--- config.mk ---
export PLATFORM = sky130hd
export DESIGN_NAME = axil_ctrl_flat
export DESIGN_NICKNAME = d
export VERILOG_FILES = /design/src/source/axil_mem_pkg.sv /design/src/source/mem_port_if.sv /design/src/source/axil_ctrl.sv /design/src/flat_wrapper.sv
export VERILOG_INCLUDE_DIRS = /design/src /design/src/source
export SDC_FILE = /design/constraint.sdc
export NUM_CORES = 1
export LEC_CHECK = 0
export ABC_AREA = 1
export BUFFER_PORTS_ARGS = -buffer_cell sky130_fd_sc_hd__buf_4
export CORE_AREA = 3 3 123 125
export CTS_BUF_LIST = sky130_fd_sc_hd__clkbuf_8 sky130_fd_sc_hd__clkbuf_16
export CTS_CLUSTER_SIZE = 25
export DETAILED_ROUTE_END_ITERATION = 8
export DIE_AREA = 0 0 126 128
export GPL_ROUTABILITY_DRIVEN = 0
export PLACE_DENSITY = 0.55
export SLEW_MARGIN = 20
export SYNTH_ARGS = -nofsm -noshare
export SYNTH_HDL_FRONTEND = slang
export SYNTH_SLANG_ARGS = --single-unit
export TNS_END_PERCENT = 5
--- constraint.sdc ---
create_clock -name i_aclk -period 2.72 [get_ports i_aclk]
set_clock_uncertainty 0.1 [all_clocks]
set_input_delay 0.544 -clock i_aclk [delete_from_list [all_inputs] [get_ports i_aclk]]
set_output_delay 0.544 -clock i_aclk [all_outputs]
set_load 0.03 [all_outputs]
--- src/source/axil_mem_defs.svh ---
// Sizes for the instruction memory; data width must be a multiple of 8 and depth a power of two
`ifndef AXIL_MEM_DEFS_SVH
`define AXIL_MEM_DEFS_SVH

// AXI-lite bus widths
`define AXIL_ADDR_W 32
`define AXIL_DATA_W 64
`define AXIL_STRB_W (`AXIL_DATA_W / 8)

// Number of data words in the bank
`define AXIL_MEM_DEPTH 256

// First byte address decoded by the slave
`define AXIL_MEM_BASE 32'h8000_0000

`endif

--- src/source/axil_mem_pkg.sv ---
// Types for the AXI-lite instruction memory; widths follow the macros in axil_mem_defs.svh
`include "axil_mem_defs.svh"

package axil_mem_pkg;

  // Bus payloads
  typedef logic [`AXIL_ADDR_W-1:0] addr_t;
  typedef logic [`AXIL_DATA_W-1:0] data_t;
  typedef logic [`AXIL_STRB_W-1:0] strb_t;

  // Word index into the bank
  typedef logic [$clog2(`AXIL_MEM_DEPTH)-1:0] word_idx_t;

  // AXI response codes, only OKAY and SLVERR are produced
  typedef enum logic [1:0] {
    RESP_OKAY   = 2'b00,
    RESP_SLVERR = 2'b10
  } resp_t;

  // Control FSM states
  typedef enum logic [2:0] {
    IDLE,
    W_ACCEPT,
    B_WAIT,
    R_ACCEPT,
    R_WAIT
  } ctrl_state_t;

endpackage

--- src/source/mem_port_if.sv ---
// Single-port SRAM access; the bank acts on en at the next edge and rdata holds until the next read
`timescale 1ns/1ps
`include "axil_mem_defs.svh"

interface mem_port_if;

  logic                  en;
  logic                  we;
  axil_mem_pkg::word_idx_t idx;
  axil_mem_pkg::data_t   wdata;
  axil_mem_pkg::strb_t   wstrb;
  axil_mem_pkg::data_t   rdata;

  // Controller side
  modport ctrl (
    output en, we, idx, wdata, wstrb,
    input  rdata
  );

  // Memory side
  modport bank (
    input  en, we, idx, wdata, wstrb,
    output rdata
  );

endinterface

--- src/source/axil_ctrl.sv ---
// One AXI-lite transaction at a time; write and read requests alternate when both wait in IDLE
`timescale 1ns/1ps
`include "axil_mem_defs.svh"

module axil_ctrl (
  input  logic                    i_aclk,
  input  logic                    rst,

  // Write address and data
  input  logic                    i_awvalid,
  output logic                    o_awready,
  input  logic                    i_wvalid,
  output logic                    o_wready,
  input  axil_mem_pkg::data_t     i_wdata,
  input  axil_mem_pkg::strb_t     i_wstrb,
  input  axil_mem_pkg::word_idx_t i_aw_idx,
  input  axil_mem_pkg::resp_t     i_aw_resp,

  // Write response
  output logic                    o_bvalid,
  input  logic                    i_bready,
  output axil_mem_pkg::resp_t     o_bresp,

  // Read address
  input  logic                    i_arvalid,
  output logic                    o_arready,
  input  axil_mem_pkg::word_idx_t i_ar_idx,
  input  axil_mem_pkg::resp_t     i_ar_resp,

  // Read data
  output logic                    o_rvalid,
  input  logic                    i_rready,
  output axil_mem_pkg::data_t     o_rdata,
  output axil_mem_pkg::resp_t     o_rresp,

  mem_port_if.ctrl                mem
);

  axil_mem_pkg::ctrl_state_t state;
  axil_mem_pkg::ctrl_state_t state_next;

  logic                wr_req;
  logic                rd_req;
  logic                prefer_rd;
  axil_mem_pkg::resp_t bresp_q;
  axil_mem_pkg::resp_t rresp_q;

  assign wr_req = i_awvalid && i_wvalid;
  assign rd_req = i_arvalid;

  always_comb begin
    state_next = state;
    case (state)
      axil_mem_pkg::IDLE: begin
        // Write wins unless a read is also waiting and it is the read's turn
        if (wr_req && !(rd_req && prefer_rd)) begin
          state_next = axil_mem_pkg::W_ACCEPT;
        end else if (rd_req) begin
          state_next = axil_mem_pkg::R_ACCEPT;
        end
      end
      axil_mem_pkg::W_ACCEPT: state_next = axil_mem_pkg::B_WAIT;
      axil_mem_pkg::B_WAIT:   if (i_bready) state_next = axil_mem_pkg::IDLE;
      axil_mem_pkg::R_ACCEPT: state_next = axil_mem_pkg::R_WAIT;
      axil_mem_pkg::R_WAIT:   if (i_rready) state_next = axil_mem_pkg::IDLE;
      default:                state_next = axil_mem_pkg::IDLE;
    endcase
  end

  always_ff @(posedge i_aclk) begin
    if (rst) begin
      state     <= axil_mem_pkg::IDLE;
      prefer_rd <= 1'b0;
    end else begin
      state <= state_next;
      // Turn passes to the other kind once a request is taken
      if (state == axil_mem_pkg::IDLE && state_next == axil_mem_pkg::W_ACCEPT) begin
        prefer_rd <= 1'b1;
      end else if (state == axil_mem_pkg::IDLE && state_next == axil_mem_pkg::R_ACCEPT) begin
        prefer_rd <= 1'b0;
      end
    end
  end

  // Response codes captured in the transfer cycle
  always_ff @(posedge i_aclk) begin
    if (state == axil_mem_pkg::W_ACCEPT) begin
      bresp_q <= i_aw_resp;
    end
    if (state == axil_mem_pkg::R_ACCEPT) begin
      rresp_q <= i_ar_resp;
    end
  end

  // Channel handshakes decoded from state
  assign o_awready = (state == axil_mem_pkg::W_ACCEPT);
  assign o_wready  = (state == axil_mem_pkg::W_ACCEPT);
  assign o_arready = (state == axil_mem_pkg::R_ACCEPT);
  assign o_bvalid  = (state == axil_mem_pkg::B_WAIT);
  assign o_rvalid  = (state == axil_mem_pkg::R_WAIT);
  assign o_bresp   = bresp_q;
  assign o_rresp   = rresp_q;

  // Error reads never enable the bank, so the stale word is masked
  assign o_rdata = (rresp_q == axil_mem_pkg::RESP_OKAY) ? mem.rdata : '0;

  // Bank access only for OKAY accesses during the transfer cycle
  assign mem.en    = (o_awready && i_aw_resp == axil_mem_pkg::RESP_OKAY) ||
                     (o_arready && i_ar_resp == axil_mem_pkg::RESP_OKAY);
  assign mem.we    = o_awready;
  assign mem.idx   = o_awready ? i_aw_idx : i_ar_idx;
  assign mem.wdata = i_wdata;
  assign mem.wstrb = i_wstrb;

endmodule

--- src/flat_wrapper.sv ---
// flat-port wrapper written by rule: the top's interface ports become plain ports
module axil_ctrl_flat 
  (i_aclk, rst, i_awvalid, o_awready, i_wvalid, o_wready, i_wdata, i_wstrb, i_aw_idx, i_aw_resp, o_bvalid, i_bready, o_bresp, i_arvalid, o_arready, i_ar_idx, i_ar_resp, o_rvalid, i_rready, o_rdata, o_rresp, mem_en, mem_we, mem_idx, mem_wdata, mem_wstrb, mem_rdata);
  mem_port_if mem_i ();
  input  logic i_aclk;
  input  logic rst;
  input  logic i_awvalid;
  output logic o_awready;
  input  logic i_wvalid;
  output logic o_wready;
  input  axil_mem_pkg::data_t i_wdata;
  input  axil_mem_pkg::strb_t i_wstrb;
  input  axil_mem_pkg::word_idx_t i_aw_idx;
  input  axil_mem_pkg::resp_t i_aw_resp;
  output logic o_bvalid;
  input  logic i_bready;
  output axil_mem_pkg::resp_t o_bresp;
  input  logic i_arvalid;
  output logic o_arready;
  input  axil_mem_pkg::word_idx_t i_ar_idx;
  input  axil_mem_pkg::resp_t i_ar_resp;
  output logic o_rvalid;
  input  logic i_rready;
  output axil_mem_pkg::data_t o_rdata;
  output axil_mem_pkg::resp_t o_rresp;
  output wire logic [$bits(mem_i.en)-1:0] mem_en;
  output wire logic [$bits(mem_i.we)-1:0] mem_we;
  output wire logic [$bits(mem_i.idx)-1:0] mem_idx;
  output wire logic [$bits(mem_i.wdata)-1:0] mem_wdata;
  output wire logic [$bits(mem_i.wstrb)-1:0] mem_wstrb;
  input wire logic [$bits(mem_i.rdata)-1:0] mem_rdata;
  assign mem_en = mem_i.en;
  assign mem_we = mem_i.we;
  assign mem_idx = mem_i.idx;
  assign mem_wdata = mem_i.wdata;
  assign mem_wstrb = mem_i.wstrb;
  assign mem_i.rdata = mem_rdata;
  axil_ctrl u_core (.i_aclk(i_aclk), .rst(rst), .i_awvalid(i_awvalid), .o_awready(o_awready), .i_wvalid(i_wvalid), .o_wready(o_wready), .i_wdata(i_wdata), .i_wstrb(i_wstrb), .i_aw_idx(i_aw_idx), .i_aw_resp(i_aw_resp), .o_bvalid(o_bvalid), .i_bready(i_bready), .o_bresp(o_bresp), .i_arvalid(i_arvalid), .o_arready(o_arready), .i_ar_idx(i_ar_idx), .i_ar_resp(i_ar_resp), .o_rvalid(o_rvalid), .i_rready(i_rready), .o_rdata(o_rdata), .o_rresp(o_rresp), .mem(mem_i));
endmodule
# [Yosys cells after proc, flatten, opt, wreduce, memory -nomap -nowiden]
# Cells that the tools add are included.
[word_totals] register_bits=8 in_bits=163 elab_cells=33
[op_classes] reduce_logical=14 muxes=9 n_eq_ne=6
[op_table] cell="2-to-1 mux 64 bit" n=1
[op_table] cell="one-hot mux 3 bit (5 select lines)" n=1
[op_table] cell="2-to-1 mux 3 bit" n=4
[op_table] cell="== test 3 x 2 -> 1 bit, second input constant" n=3
[op_table] cell="2-to-1 mux 8 bit" n=1
[op_table] cell="logical AND 1 bit" n=7
[op_table] cell="== test 3 x 1 -> 1 bit, second input constant" n=2
[op_table] cell="zero test 2 bit" n=3
[op_table] cell="== test 3 bit, second input constant" n=1
[op_table] cell="zero test 3 bit" n=1
[op_table] cell="2-to-1 mux 1 bit" n=2
[op_table] cell="nonzero test 2 bit" n=1
[op_table] cell="zero test 1 bit" n=1
[op_table] cell="logical OR 1 bit" n=1

# [Depth between registers and ports, before layout]
[logic_depth] depth_word=9 ltp_mapped=7 ltp_nobuf=7

# [Least setup slack after synthesis]
# OpenSTA, ideal clock, no wires.
[synth_timing] kind="register to output" from="register u_core.rresp_q[1] (netlist: u_core.o_rresp[1])" to="output o_rdata[0]" stages_incl_launch_ff=4 slack_ps=703 arrival_ps=1373 t_required_ps=2076 n_path_buf=1 cell_sequence="edfxtp_1 > or2_1 > buf_6 > nor2_1"
[synth_via] elab_chain_cells=2
[synth_rtl] element="start: declaration" line="axil_ctrl.sv:46" rtl="axil_mem_pkg::resp_t rresp_q;"
[synth_rtl] element="start signal: assignment" line="axil_ctrl.sv:91" rtl="rresp_q <= i_ar_resp;"
[synth_rtl] element="zero test 2 bit" line="axil_ctrl.sv:105" rtl="assign o_rdata = (rresp_q == axil_mem_pkg::RESP_OKAY) ? mem.rdata : '0;"
[synth_rtl] element="2-to-1 mux 64 bit" line="axil_ctrl.sv:105"
[synth_rtl] element="end: declaration" line="flat_wrapper.sv:24" rtl="output axil_mem_pkg::data_t o_rdata;"
# Every way passes these cells.

# [Final worst setup path]
[layout_timing] from="register u_core.rresp_q[1] (netlist: u_core.o_rresp[1])" to="output o_rdata[63]"
# Same word-level chain as after synthesis.

==> impl_metrics.tcl <==
set metrics [dict create \
    status "finished clean" \
    multi_input_area_sq_um 915.9 \
    endpoint "o_rdata[63]" \
    syn_avg_cell_area_sq_um 7.462 \
    synth_cell_types 17 \
    max_slew.worst_pin.slew_ps 399.5 \
    grt_pass1_wl_um 9280 \
    cts_resized 0 \
    postRouteAntennaNets 0 \
    end_kind "output port" \
    die_y_um 128 \
    vias 1776 \
    setup.worst_path.class "reg2out" \
    ctsLongestPathBuffers 2 \
    holdPathStages 2 \
    grt_setup_unrepaired "no" \
    final-setup-viol-count 0 \
    synth_common_cells "74 x buf_4, 72 x inv_1, 60 x nor2_4, 33 x nand2_1, 15 x nor2_1" \
    io_pins 318 \
    hold_class "in2reg" \
    syn-num-nets 441 \
    fin_tns_setup_ps 0 \
    antenna_found_initial 0 \
    clk_latency_ps 230 \
    finalPower_uw 904.0 \
    cp.arrival_ps 1630 \
    slew_headroom_pct 73.36 \
    synth-seq-cells 8 \
    std_cell_rows 43 \
    yosysWarningCount 0 \
    layout_min_cycle_time_ps 2279 \
    cts_max_level 1 \
    rr_worst_depth 3 \
    drv_cap 0 \
    async_flop_share_pct 0 \
    postCtsSetupBuffers 0 \
    dieArea_sq_um 16130 \
    first_global_vias 1790 \
    wl_um 6386 \
    start_util_pct 14.83 \
    grt_max_degree 38 \
    synth.area.top_cells "nor2_4 33%, buf_4 27%, inv_1 13%, nand2_1 6.0%, buf_12 5.8%" \
    synth_top_area_share_pct 32.57 \
    r2r_start "u_core.state[2]" \
    cts_made_buffers 3 \
    r2r_setup_slack_ps 1390 \
    path_max_fanout 37 \
    drc 0 \
    grt.total_usage_pct 7.104 \
    leakagePower_uw 0.001669 \
    first_iter_violations 24 \
    tritoncts "built" \
    diodes 0 \
    nNetsFinal 541 \
    drt-wirelength-per-cell_um 11.46 \
    fin_crit_sh_pct 83.79 \
    ir_drop_v 0.0002640 \
    syn_inst 278 \
    crit_start "u_core.o_rresp[1]" \
    cts_sinks 8 \
    ff_latch_area_sq_um 200.2 \
    rr_endpoint "u_core.o_bresp[1]" \
    yosysTopAreaCell "nor2_4" \
    critical_path_required_ps 2080 \
    start_kind "flip-flop" \
    seq_area_frac_synth_pct 9.650 \
    maxSlewViolCount 0 \
    drive_gt1_share_pct 64.19 \
    hold_violations 0 \
    fillCellCount 1571 \
    fin_util_pct 21.65 \
    syn_area_sq_um 2074 \
    area_growth_pct 45.96 \
    clkSlewWorstSetupHoldPaths_ps 40 \
    overflow 0 \
    io_buffers 173 \
    core_sq_um 13990 \
    dp_hpwl_um 5556 \
    power_density_nw_per_um2 298.6 \
    synth_edf_count 4 \
    synth.most_common_cell "buf_4" \
    die_w_um 126 \
    cts-root-buf "clkbuf_16" \
    yosys_most_used_dff "edfxtp_1" \
    viasPerCell 3.189 \
    fmax_mhz 438.8 \
    dr.pass1.iters 4 \
    holdWs_ps 402.6 \
    hold_buffers 0 \
]
worst min path at each step:
stage / start / end / slack, ps
detailed placement: u_core.prefer_rd / u_core.prefer_rd / 410
global route: rst / u_core.state[1] / 400
global placement: u_core.prefer_rd / u_core.prefer_rd / 420
CTS: rst / u_core.state[1] / 400
floorplan: u_core.prefer_rd / u_core.prefer_rd / 390
finish: rst / u_core.state[1] / 400
critical path: stages (launching register included):
cell      delay, ps
edfxtp_1        340
or2_4           380
buf_12          420
nor2_1           80
buf_4           180
kinds of logic after synthesis:
group           synth area share, %
simple gates                  43.43
buf+inv                       46.32
compound gates               0.6030
flops                         9.651
routing by layer:
metal  vias to the layer above  global-route usage [%]  wire length (um)
met5                         -                       0                 0
met4                         0                  0.8833                19
met3                         4                   9.000              1767
met1                       667                   7.231              2033
li1                        893                       -                 -
met2                       212                   9.327              2566
per-stage QoR:
stage,instance area [sq um],std cells,worst slack (ps)
after global routing,3028,557,294.7
after CTS,3028,557,392.8
after detailed placement,2949,553,651.0
final,3028,557,441.0
after global placement,2949,553,671.0
after floorplan,2074,278,703.3
placed cells by master (no fill, tap or decap):
| cell type | n |
|---|---|
| clkbuf_16 | 3 |
| edfxtp_1 | 4 |
| nor3_1 | 1 |
| dfxtp_1 | 4 |
| o31ai_1 | 1 |
| nand3_1 | 2 |
| inv_1 | 73 |
| nand4_1 | 1 |
| nor2_1 | 15 |
| buf_4 | 175 |
| or2_4 | 1 |
| inv_2 | 1 |
| buf_12 | 1 |
| nor2_4 | 60 |
| nand2_1 | 33 |
| nand3_4 | 1 |
| a21oi_1 | 1 |
sequential cells by signal, summed over array words and instances (netlist names):
signal and flops:
u_core.o_bresp 2, u_core.prefer_rd 1, u_core.state 3, u_core.o_rresp 2
report_power, final:
part           switching, uW  internal, uW
clock                   56.8           191
combinational            292           213
sequential              10.8           141
total                    359           545
layout make-up:
type / count / area share, %
repair buffers: 176 / 44.05
multi-input cells: 116 / 30.25
clock buffers: 3 / 2.479
clock inverters: 1 / 0.1240
flip-flops and latches: 8 / 6.612
well taps: 180 / 7.438
inverters: 73 / 9.050
Power figures use the tool's default switching activity.
